[src/hdl/visor_regs_pkg.sv]
package visor_regs_pkg;

    // host register bus
    localparam int data_width = 16;
    localparam int addr_width = 4;

    // bus_ctrl is the only short register on this side
    localparam int bus_ctrl_width = 4;

    // word offsets, breakpoints first
    localparam logic [addr_width-1:0] reg_bp0 = 4'd0;
    localparam logic [addr_width-1:0] reg_bp1 = 4'd1;
    localparam logic [addr_width-1:0] reg_bp2 = 4'd2;
    localparam logic [addr_width-1:0] reg_bp3 = 4'd3;
    localparam logic [addr_width-1:0] reg_force_opcode = 4'd4;
    localparam logic [addr_width-1:0] reg_poke_data = 4'd5;
    localparam logic [addr_width-1:0] reg_bus_ctrl = 4'd6;
    localparam logic [addr_width-1:0] reg_tg_force = 4'd7;
    localparam logic [addr_width-1:0] reg_prog_addr = 4'd8;
    localparam logic [addr_width-1:0] reg_prog_data = 4'd9;

    // read-only from here up
    localparam logic [addr_width-1:0] reg_exr_shadow = 4'd10;
    localparam logic [addr_width-1:0] reg_tg_code_addr = 4'd11;
    localparam logic [addr_width-1:0] reg_peek_data = 4'd12;
    localparam logic [addr_width-1:0] reg_bp_status = 4'd13;
    localparam logic [addr_width-1:0] reg_boot_break = 4'd14;

    // bus_ctrl bits
    localparam int ctrl_forced_ready = 0;
    localparam int ctrl_tg_reset = 1;
    localparam int ctrl_divert = 2;
    localparam int ctrl_step = 3;

endpackage

[src/hdl/visor_target_pkg.sv]
package visor_target_pkg;

    // code bus of the target, address and opcode alike
    localparam int code_width = 16;

    // force_exec, force_load_exr, hold_state
    localparam int debug_in_width = 3;

    localparam int debug_out_width = 7;

    // positions inside tg_debug_out
    localparam int dbg_enable_exec = 0;
    localparam int dbg_loading_exr = 1;
    localparam int dbg_program_break = 6;

endpackage

[src/hdl/visor_break_unit.sv]
`timescale 1ns/100ps

module visor_break_unit #(
    parameter int prog_addr_width = 10,
    parameter int num_bp = 4
) (
    input  logic sysreset,
    input  logic sysclk,
    input  logic [visor_target_pkg::code_width-1:0] tg_code_addr,
    input  logic [visor_target_pkg::debug_out_width-1:0] tg_debug_out,
    input  logic [num_bp-1:0][visor_regs_pkg::data_width-1:0] bp_addr,
    input  logic bp_load,
    input  logic ctrl_step,
    input  logic ctrl_divert,
    input  logic [visor_regs_pkg::data_width-1:0] rom_word,
    output logic bp_hit,
    output logic [visor_regs_pkg::data_width-1:0] exr_shadow
);

    logic enable_exec;
    logic loading_exr;
    logic program_break;
    logic [num_bp-1:0] addr_eq;
    logic match_now;
    logic bp_matched;

    // the RAM window has to fit inside what the target can address
    if (prog_addr_width > visor_target_pkg::code_width) begin : g_depth_check
        $error("program RAM wider than the target code address");
    end

    assign enable_exec = tg_debug_out[visor_target_pkg::dbg_enable_exec];
    assign loading_exr = tg_debug_out[visor_target_pkg::dbg_loading_exr];
    assign program_break = tg_debug_out[visor_target_pkg::dbg_program_break];

    always_comb begin
        for (int i = 0; i < num_bp; i++) begin
            addr_eq[i] = (tg_code_addr == bp_addr[i]);
        end
    end

    assign match_now = (|addr_eq) || ctrl_step || program_break;

    always_ff @(posedge sysreset or posedge sysclk) begin
        if (sysclk) begin
            bp_matched <= 1'b0;
            bp_hit <= 1'b0;
            exr_shadow <= '0;
        end else begin
            // only words coming from RAM are worth shadowing
            if (loading_exr && !ctrl_divert) begin
                exr_shadow <= rom_word;
            end
            if (bp_load) begin
                bp_matched <= 1'b0;
                bp_hit <= 1'b0;
            end else begin
                if (match_now) begin
                    bp_matched <= 1'b1;
                end
                // wait for a plain execute cycle, so the host can later
                // take the bus and refill exr without losing a load
                if (enable_exec && (bp_matched || match_now)) begin
                    bp_hit <= 1'b1;
                end
            end
        end
    end

    // a breakpoint rewrite always wins over a pending hit
    no_hit_after_load: assert property (
        @(posedge sysreset) disable iff (sysclk)
        bp_load |=> !bp_hit
    );

endmodule

[config.mk]
export PLATFORM = sky130hd
export DESIGN_NAME = visor_break_unit
export DESIGN_NICKNAME = d
export VERILOG_FILES = /design/src/hdl/visor_regs_pkg.sv /design/src/hdl/visor_target_pkg.sv /design/src/hdl/visor_break_unit.sv
export SDC_FILE = /design/constraint.sdc
export NUM_CORES = 1
export LEC_CHECK = 0
export BUFFER_PORTS_ARGS = -buffer_cell sky130_fd_sc_hd__buf_2
export CAP_MARGIN = 0
export CORE_AREA = 2 2 63 65
export CTS_BUF_LIST = sky130_fd_sc_hd__clkbuf_4
export DETAILED_ROUTE_END_ITERATION = 10
export DIE_AREA = 0 0 65 67
export GPL_TIMING_DRIVEN = 0
export PLACE_DENSITY = 0.9
export SKIP_LAST_GASP = 1
export SYNTH_ARGS = -nofsm -noshare
export SYNTH_HDL_FRONTEND = slang
export SYNTH_SLANG_ARGS = --single-unit
[constraint.sdc]
create_clock -name sysreset -period 2.26 [get_ports sysreset]
set_input_delay 0.339 -clock sysreset [delete_from_list [all_inputs] [get_ports sysreset]]
set_output_delay 0.339 -clock sysreset [all_outputs]
set_load 0.05 [all_outputs]
==> results by group <==
Route
  – Vias per inst: 4.80
  – DR pass1 iterations: 4
  – Wire per inst: 13.4 um
  – DRC Markers: 0
  – Total Routed Length: 4010 um
  – Post-route ant nets: 0
  – Total number of vias: 1440
  – Initial drt markers: 30

Synthesis
  – Synth warnings: 0
  – Simple-Gate Fraction of Synth Area: 9.41%
  – Adder and majority cell fraction of the synthesized area: 0%
  – Xor/xnor share of the synthesized area: 38.0%
  – Seq/Total Area, Yosys: 29.0%
  – Mapped Cells: 144
  – Mean post-synth cell area: 10.8 sq um
  – Mux contribution to synthesized area: 11.6%
  – Syn_nets: 252
  – Synth Area in Compound Gates: 0.885%
  – Main combinational cell family by area after synthesis: XOR/XNOR gates
  – Library cells used by synthesis: 17
  – Synth Cell Area: 1560 sq um
  – Flops & latches, synth: 18

Final layout
  – Layout cell share with drive strength beyond 1: 57.1%
  – Most frequent cells in the layout: buf_2 (107), xnor2_1 (60), dfrtp_1 (18)
  – Layout Nets: 361
  – Commonest non-fill, non-tap cell in the layout: buf_2
  – Fin util: 60.0%
  – # diodes: 0
  – Filler Cell Count: 314
  – Synthesis-to-layout area growth: 39.0%

Setup path
  – Critical Path Start Type: primary input
  – Worst path cell trace: clkbuf_2 > xnor2_1 > nand4_1 > nor4_1 > nor4_1 > a311oi_1
  – CP Max Fanout: 4
  – Crit path kind: in -> reg
  – Crit-path most repeated cell: nor4_1
  – Top delay family on crit path: simple AND/OR/NAND/NOR gates
  – CP peak stage delay: 0.35 ns
  – CP Capture Type: register
  – CP arrival: 1.54 ns
  – Buf/Inv on CP: 1
  – Worst endpoint required time: 2.45 ns
  – Slowest CP cell: nor4_1

Clock network
  – Post-CTS setup buffers: 0
  – CTS tree: built
  – Sink Count: 18
  – Clock-pin slew on the worst setup and hold paths: 0.10 ns
  – Clk_lat worst skew: 0.28 ns
  – H-tree levels: 1
  – Clk root buf: clkbuf_4
  – Post-CTS sizing: 0
  – Max Root-Sink Buffers: 2
  – Post-cts hold buffer count: 0
  – TritonCTS buffer count: 3

Power
  – Switching Fraction: 38.8%
  – Clock share of power: 14.8%
  – Seq pwr share: 35.9%
  – Net switching power: 0.417 mW
  – IR drop worst, VDD: 0.216 mV
  – Leak Pwr: 0.975 nW
  – P per Cell Area: 498 nW/um^2
  – Comb power frac: 49.3%
  – Internal: 0.659 mW

STA
  – Min Tclk post-route: 1.35 ns
  – Clk_skew: 0.000105 ns
  – Setup TNS: 0 ns
  – # setup viols final: 0
  – Max Fclk: 742 MHz
  – Worst-Margin Slew: 0.643 ns
  – Pins Over Slew Limit: 0
  – Relative slew slack: 57.1%
  – Final hold vios: 0
  – Final period util: 59.6%
  – RSZ-0062 raised after global routing: false

Floorplan
  – Site row count: 22
  – Die area: 4360 sq um
  – Die width: 65 um
  – I/O pin count: 125
  – Initial Utilization: 43.1%
  – Core Region: 3610 sq um
  – Die Height: 67 um

Job
  – Max_cap viols: 0

Global route
  – Vias in the first global route: 1481
  – First-pass GRT wire length: 6180 um
  – Total gr overflow: 0
  – Antenna violations before repair: 0
  – Total track usage: 18.6%
  – Largest net degree at the start of global routing: 19

Placement
  – Gpl congestion: 0.787
  – Final HPWL DP: 3620 um
  – Port bufs: 104

Worst hold path
  – Min-delay worst type: in -> async

Outcome
  – Status: finished clean
## sequential cells by signal (all words and copies together) (netlist names)
| name | flops |
|---|---|
| bp_matched | 1 |
| bp_hit | 1 |
| exr_shadow | 16 |
## worst register-to-register path, stage by stage, from the launching register on
cell and delay (ns):
dfrtp_1 0.37, nor4_1 0.29, a311oi_1 0.14
## metal layers
metal | global-route usage, % | part of all wire, %
met1 | 19.6 | 37
met3 | 2.03 | 6.6
met5 | 0 | 0
met2 | 37.1 | 55
met4 | 7.71 | 1.6
## logic make-up after synthesis
group	after synthesis
xor+xnor	64
compound gates	2
flops	18
mux	16
buf+inv	20
simple gates	24
## stage by stage
stage          cells  setup WS, ns  hold slack, ns  power (mW)  area [sq um]
6_report         300         0.912           0.116        1.08          2160
5_1_grt          300         0.802           0.169        1.14          2160
4_1_cts          300         0.913           0.135        1.09          2160
3_5_place_dp     296         0.606           0.456       0.928          2140
3_3_place_gp     296         0.641           0.450       0.912          2140
2_1_floorplan    144         0.854           0.278       0.763          1560
## worst paths after layout
check	start	end	slack, ns	depth (start not counted)
worst max-delay path	tg_code_addr[14]	bp_hit	0.91	6
worst min-delay path	sysclk	exr_shadow[10]	0.12	2
worst max register to register	bp_matched	bp_hit	1.34	2
worst min register to register	exr_shadow[4]	exr_shadow[4]	0.51	1
max in group asynchronous	sysclk	bp_matched	1.72	2
min in group sysreset	bp_load	bp_matched	0.22	2
## power by group through the flow
stage	combinational, mW	sequential (mW)	clock, mW
after floorplan	0.212	0.550	0
after CTS	0.535	0.387	0.164
after detailed placement	0.534	0.394	0
final	0.530	0.386	0.159
after global routing	0.565	0.392	0.182
after global placement	0.522	0.390	0
## Yosys cell counts
master | instances | area share [%]
buf_4 | 1 | 0.48
mux2_2 | 16 | 12
xnor2_2 | 4 | 4.2
buf_6 | 12 | 8.7
xnor2_1 | 60 | 34
buf_2 | 3 | 0.97
nand4_1 | 16 | 6.4
nor3_1 | 1 | 0.32
inv_1 | 2 | 0.48
clkbuf_1 | 1 | 0.24
clkbuf_2 | 1 | 0.32
dfrtp_1 | 18 | 29
a311oi_1 | 1 | 0.56
nor2b_1 | 1 | 0.40
nor2_1 | 1 | 0.24
nor4_1 | 5 | 2.0
a21oi_1 | 1 | 0.32
## layout make-up
cell class              count  area [sq um]  area share, %
repair buffers            104           520           24.1
plain buffers              18           166           7.70
well taps                  48          60.1           2.78
flip-flops and latches     18           450           20.8
clock buffers               3          22.5           1.04
clock inverters             1          3.75          0.174
multi-input cells         106           931           43.1
inverters                   2          7.51          0.347
Power figures use the tool's default switching activity.
