**config.mk**
```make
export PLATFORM = sky130hd
export DESIGN_NAME = visor_apb_regs
export DESIGN_NICKNAME = d
export VERILOG_FILES = /design/src/hdl/visor_regs_pkg.sv /design/src/hdl/visor_target_pkg.sv /design/src/hdl/visor_apb_regs.sv
export SDC_FILE = /design/constraint.sdc
export NUM_CORES = 1
export LEC_CHECK = 0
export BUFFER_PORTS_ARGS = -buffer_cell sky130_fd_sc_hd__buf_4
export CAP_MARGIN = 20
export CORE_MARGIN = 3
export CORE_UTILIZATION = 35
export CTS_CLUSTER_DIAMETER = 40
export DETAILED_ROUTE_END_ITERATION = 16
export PLACE_DENSITY = 0.71
export RECOVER_POWER = 50
export SETUP_SLACK_MARGIN = 0.5
export SLEW_MARGIN = 20
export SYNTH_ARGS = -nofsm -noshare
export SYNTH_HDL_FRONTEND = slang
export SYNTH_SLANG_ARGS = --single-unit
```
**constraint.sdc**
```tcl
create_clock -name sysreset -period 4.5 [get_ports sysreset]
set_input_delay 0.225 -clock sysreset [delete_from_list [all_inputs] [get_ports sysreset]]
set_output_delay 0.225 -clock sysreset [all_outputs]
set_load 0.02 [all_outputs]
```
**src/hdl/visor_regs_pkg.sv**
```systemverilog
package visor_regs_pkg;

    // host register bus
    localparam int data_width = 16;
    localparam int addr_width = 4;

    // bus_ctrl is the only short register on this side
    localparam int bus_ctrl_width = 4;

    // word offsets, breakpoints first
    localparam logic [addr_width-1:0] reg_bp0 = 4'd0;
    localparam logic [addr_width-1:0] reg_bp1 = 4'd1;
    localparam logic [addr_width-1:0] reg_bp2 = 4'd2;
    localparam logic [addr_width-1:0] reg_bp3 = 4'd3;
    localparam logic [addr_width-1:0] reg_force_opcode = 4'd4;
    localparam logic [addr_width-1:0] reg_poke_data = 4'd5;
    localparam logic [addr_width-1:0] reg_bus_ctrl = 4'd6;
    localparam logic [addr_width-1:0] reg_tg_force = 4'd7;
    localparam logic [addr_width-1:0] reg_prog_addr = 4'd8;
    localparam logic [addr_width-1:0] reg_prog_data = 4'd9;

    // read-only from here up
    localparam logic [addr_width-1:0] reg_exr_shadow = 4'd10;
    localparam logic [addr_width-1:0] reg_tg_code_addr = 4'd11;
    localparam logic [addr_width-1:0] reg_peek_data = 4'd12;
    localparam logic [addr_width-1:0] reg_bp_status = 4'd13;
    localparam logic [addr_width-1:0] reg_boot_break = 4'd14;

    // bus_ctrl bits
    localparam int ctrl_forced_ready = 0;
    localparam int ctrl_tg_reset = 1;
    localparam int ctrl_divert = 2;
    localparam int ctrl_step = 3;

endpackage

```
**src/hdl/visor_target_pkg.sv**
```systemverilog
package visor_target_pkg;

    // code bus of the target, address and opcode alike
    localparam int code_width = 16;

    // force_exec, force_load_exr, hold_state
    localparam int debug_in_width = 3;

    localparam int debug_out_width = 7;

    // positions inside tg_debug_out
    localparam int dbg_enable_exec = 0;
    localparam int dbg_loading_exr = 1;
    localparam int dbg_program_break = 6;

endpackage

```
**src/hdl/visor_apb_regs.sv**
```systemverilog
`timescale 1ns/100ps

module visor_apb_regs #(
    parameter int prog_addr_width = 10,
    parameter int num_bp = 4
) (
    input  logic sysreset,
    input  logic sysclk,

    input  logic psel,
    input  logic penable,
    input  logic pwrite,
    input  logic [visor_regs_pkg::addr_width-1:0] paddr,
    input  logic [visor_regs_pkg::data_width-1:0] pwdata,
    output logic [visor_regs_pkg::data_width-1:0] prdata,
    output logic pready,
    output logic pslverr,

    input  logic [visor_regs_pkg::data_width-1:0] prog_rdata,
    input  logic [visor_regs_pkg::data_width-1:0] rom_word,
    input  logic bp_hit,
    input  logic [visor_regs_pkg::data_width-1:0] exr_shadow,
    input  logic [visor_target_pkg::code_width-1:0] tg_code_addr,
    input  logic [visor_regs_pkg::data_width-1:0] tg_peek_data,
    input  logic boot_break,

    output logic [num_bp-1:0][visor_regs_pkg::data_width-1:0] bp_addr,
    output logic bp_load,
    output logic [visor_regs_pkg::data_width-1:0] force_opcode,
    output logic [visor_regs_pkg::data_width-1:0] tg_poke_data,
    output logic ctrl_step,
    output logic ctrl_divert,
    output logic ctrl_forced_ready,
    output logic tg_reset,
    output logic [visor_target_pkg::debug_in_width-1:0] tg_debug_in,
    output logic [prog_addr_width-1:0] prog_addr,
    output logic [visor_regs_pkg::data_width-1:0] prog_wdata,
    output logic prog_we
);

    localparam int dw = visor_regs_pkg::data_width;

    logic wr_access;
    logic [num_bp-1:0] bp_wr;
    logic [visor_regs_pkg::bus_ctrl_width-1:0] bus_ctrl;

    // no wait states, a write lands at the end of the access phase
    assign pready = 1'b1;
    assign wr_access = psel && penable && pwrite;

    // everything from the shadow upwards is read-only or unmapped
    assign pslverr = wr_access && (paddr >= visor_regs_pkg::reg_exr_shadow);

    always_comb begin
        for (int i = 0; i < num_bp; i++) begin
            bp_wr[i] = wr_access &&
                       (int'(paddr) == int'(visor_regs_pkg::reg_bp0) + i);
        end
    end

    assign bp_load = |bp_wr;

    always_ff @(posedge sysreset or posedge sysclk) begin
        if (sysclk) begin
            bp_addr <= '0;
            force_opcode <= '0;
            tg_poke_data <= '0;
            bus_ctrl <= '0;
            tg_debug_in <= '0;
            prog_addr <= '0;
            prog_wdata <= '0;
            prog_we <= 1'b0;
        end else begin
            // RAM write trails the data register by one cycle
            prog_we <= wr_access && (paddr == visor_regs_pkg::reg_prog_data);
            for (int i = 0; i < num_bp; i++) begin
                if (bp_wr[i]) begin
                    bp_addr[i] <= pwdata;
                end
            end
            if (wr_access) begin
                case (paddr)
                    visor_regs_pkg::reg_force_opcode: force_opcode <= pwdata;
                    visor_regs_pkg::reg_poke_data: tg_poke_data <= pwdata;
                    visor_regs_pkg::reg_bus_ctrl:
                        bus_ctrl <= pwdata[visor_regs_pkg::bus_ctrl_width-1:0];
                    visor_regs_pkg::reg_tg_force:
                        tg_debug_in <= pwdata[visor_target_pkg::debug_in_width-1:0];
                    visor_regs_pkg::reg_prog_addr:
                        prog_addr <= pwdata[prog_addr_width-1:0];
                    visor_regs_pkg::reg_prog_data: prog_wdata <= pwdata;
                    default: ;
                endcase
            end
        end
    end

    assign ctrl_forced_ready = bus_ctrl[visor_regs_pkg::ctrl_forced_ready];
    assign ctrl_divert = bus_ctrl[visor_regs_pkg::ctrl_divert];
    assign ctrl_step = bus_ctrl[visor_regs_pkg::ctrl_step];

    // target held in reset with the system, or on host request
    assign tg_reset = sysclk || bus_ctrl[visor_regs_pkg::ctrl_tg_reset];

    always_comb begin
        case (paddr)
            visor_regs_pkg::reg_force_opcode: prdata = force_opcode;
            visor_regs_pkg::reg_poke_data: prdata = tg_poke_data;
            visor_regs_pkg::reg_bus_ctrl: prdata = dw'(bus_ctrl);
            visor_regs_pkg::reg_tg_force: prdata = dw'(tg_debug_in);
            visor_regs_pkg::reg_prog_addr: prdata = dw'(prog_addr);
            visor_regs_pkg::reg_prog_data: prdata = prog_rdata;
            visor_regs_pkg::reg_exr_shadow: prdata = exr_shadow;
            visor_regs_pkg::reg_tg_code_addr: prdata = dw'(tg_code_addr);
            visor_regs_pkg::reg_peek_data: prdata = tg_peek_data;
            visor_regs_pkg::reg_bp_status: prdata = dw'(bp_hit);
            visor_regs_pkg::reg_boot_break: prdata = dw'(boot_break);
            // the spare offset mirrors the word on the target code port
            default: prdata = (paddr > visor_regs_pkg::reg_boot_break) ? rom_word : '0;
        endcase
        for (int i = 0; i < num_bp; i++) begin
            if (int'(paddr) == int'(visor_regs_pkg::reg_bp0) + i) begin
                prdata = bp_addr[i];
            end
        end
    end

    // host side protocol
    penable_needs_psel: assert property (
        @(posedge sysreset) disable iff (sysclk)
        $rose(penable) |-> psel
    );

    paddr_held_in_access: assert property (
        @(posedge sysreset) disable iff (sysclk)
        (psel && penable) |-> $stable(paddr)
    );

endmodule

```
==> results.json <==
{
  "outcome": "completed",
  "cts_made_buffers": 17,
  "final.setup.worst_slack_ns": 1.63,
  "area_delta_synth_final_pct": 30.8,
  "detail-route-antenna-nets": 0,
  "syn_nets": 704,
  "core.rowCount": 51,
  "cp_max_fo": 70,
  "routedWlPerCell_um": 24.6,
  "portBuffers": 254,
  "relSlewSlack": 0.282,
  "grt_max_degree": 86,
  "synthMuxAreaShare": 0.269,
  "nets": 941,
  "cts_setup_buffers": 0,
  "grt_pass1_wl_mm": 39.7,
  "timing.fmax_ghz": 0.348,
  "grt_pass1_vias": 6141,
  "path_class": "input port to output port",
  "fin_crit_sh": 0.638,
  "setup_viol": 0,
  "fin_setup_tns_ns": 0,
  "post-dp-hpwl_mm": 19.3,
  "wl_met3_mm": 2.12,
  "drv_cap": 0,
  "power.density_nw_per_um2": 411,
  "antenna_found_initial": 0,
  "dieHeight_um": 148,
  "skew_ns": 0,
  "hp-class": "input port to flop",
  "min_path_cells": 2,
  "ios": 256,
  "vias": 6172,
  "wl_mm": 27.3,
  "final_hold_viol_count": 0,
  "avgSynthCellArea_um2": 11.8,
  "groute.usage.overall": 0.246,
  "yosys_most_used_dff": "dfrtp_1",
  "clockBufferDepth": 2,
  "slowest_delay_ns": 0.62,
  "design.die.area_um2": 21800,
  "synthXorXnorAreaFrac": 0,
  "start_util": 0.358,
  "clk_latency_ns": 0.42,
  "core_area_um2": 19600,
  "antenna_cells": 0,
  "peakVddDrop_mv": 0.264,
  "r2r_cells": 1,
  "rsz0062_at_grt": "false",
  "synth-compound-area-share": 0.136,
  "synth_top_family_by_area": "multiplexers",
  "drt-initial-drc-count": 360,
  "ys_ff_latch": 130,
  "cp_cell_sequence": "buf_4 -> clkinv_1 -> nor2_1 -> a22oi_1 -> o22a_1 -> a22oi_1 -> buf_4",
  "dieWidth_um": 148,
  "clock_tree.root_cell": "clkbuf_16",
  "m1WireLength_mm": 11.6,
  "cts_tree": "built",
  "p_leak_nw": 4.18,
  "layout_min_cycle_time_ns": 2.87,
  "overflow": 0,
  "synth-edff-count": 0,
  "gp_congestion": 0.808,
  "syn_area_um2": 7020,
  "async_flop_share": 1.00,
  "yosys.area.top_type_share": 0.463,
  "tightest_slew_ns": 1.07,
  "critPathCaptureType": "output port",
  "firstDrtPassIters": 5,
  "pre_cts_slack_ns": 1.66,
  "synth.distinct_cells": 64,
  "cp-start-kind": "input port",
  "ys_top_cells_by_area": "dfrtp_1 (46%), mux2_2 (20%), mux2i_1 (4.4%)",
  "top_layer_used": "met4",
  "yosys.area_share.simple": 0.0873,
  "drc": 0,
  "synthAdderAreaFrac": 0,
  "yosysTopAreaCell": "dfrtp_1",
  "yosysWarnings": 0,
  "drv_slew": 0,
  "arrival_ns": 2.65,
  "wl_met2_mm": 12.9,
  "holdWs_ns": 0.0696,
  "cp.required_ns": 4.28,
  "htreeDepth": 4,
  "drive_above_1_share": 0.374,
  "synth_seq_area_share": 0.463,
  "syn_inst": 597,
  "viasPerCell": 5.55,
  "slowest_stage": "buf_4",
  "cts_sinks": 130,
  "clk_pin_slew_ns": 0.06
}
layer usage:
| metal | up-vias | GRT usage |
|---|---|---|
| li1 | 2724 | - |
| met1 | 3120 | 0.330 |
| met2 | 298 | 0.391 |
| met3 | 30 | 0.0632 |
| met4 | 0 | 0.0783 |
| met5 | - | 0 |
where the power goes:
group          switching, mW  internal, mW
combinational          0.547         0.349
sequential             0.131          1.33
clock                  0.542         0.882
total                   1.22          2.56
critical path, delay by kind of cell:
family                 cells  cell delay (ns)
buffers and inverters      3             1.38
AND/OR/NAND/NOR            1             0.42
AO/OA/AOI/OAI              3             0.57
worst paths after layout:
| kind | slack [ns] | start | end |
|---|---|---|---|
| setup / recovery | 1.63 | paddr[0] | prdata[11] |
| hold / removal | 0.07 | pwdata[12] | bp_addr[12] |
| setup reg to reg | 3.66 | bp_addr[26] | bp_addr[26] |
| hold reg to reg | 0.50 | prog_wdata[10] | prog_wdata[10] |
| max in group asynchronous | 2.81 | sysclk | bp_addr[61] |
| min in group asynchronous | 0.54 | sysclk | tg_poke_data[13] |
metrics by stage:
stage | util | instance area [um2] | power, mW | cells
2_1_floorplan | - | 7020 | 2.00 | 597
3_3_place_gp | 0.460 | 9020 | 2.49 | 1079
3_5_place_dp | 0.460 | 9020 | 2.50 | 1079
4_1_cts | 0.492 | 9630 | 3.92 | 1112
5_1_grt | 0.469 | 9180 | 3.92 | 1112
6_report | 0.469 | 9180 | 3.78 | 1112
Yosys cell counts (all sizes together), types with 3 or more instances:
library cell,instances
nor2,32
nor3,8
and2,3
nor2b,14
nand3,7
nand3b,3
mux2i,31
dfrtp,130
o22ai,10
a31oi,4
nand2b,3
a221o,3
clkbuf,3
mux2,138
nand2,29
a21oi,31
a32o,3
and3,3
buf,38
o211ai,3
or2,3
a221oi,6
a22o,7
o22a,5
o221ai,4
o32ai,5
inv,8
a32oi,4
o21ai,19
a22oi,17
area by class of cell:
| cell class | instances | area [um2] |
|---|---|---|
| clock inverters | 14 | 164 |
| flip-flops and latches | 130 | 3250 |
| repair buffers | 259 | 1490 |
| fillers | 1912 | 10400 |
| inverters | 9 | 38.8 |
| multi-input cells | 417 | 3460 |
| clock buffers | 18 | 439 |
| well taps | 265 | 332 |
timing repair:
action,CTS,global route
endpoints found under the setup margin,0,0
resized for setup,0,0
hold buffers,1,0
hold endpoints to repair,15,0
state kept, by name, summed over array words and instances (netlist names):
register / cells
prog_addr: 10
force_opcode: 16
bp_addr: 64
prog_wdata: 16
bus_ctrl: 4
prog_we: 1
tg_poke_data: 16
tg_debug_in: 3
logic make-up after synthesis:
group,Yosys count
compound gates,136
buf+inv,50
flops,130
mux,170
other cells,1
simple gates,110
cells in the final DEF (no fill, tap or decap), drive strengths merged, types with 10 or more instances in the layout:
cell,Yosys,routed
dfrtp,130,130
mux2i,31,31
a22oi,17,17
o22ai,10,10
nand2,29,29
o21ai,19,19
buf,38,137
nor2b,14,14
clkbuf,3,139
mux2,138,138
a21oi,31,31
nor2,32,32
No activity file was read; power rests on OpenSTA's default activity.
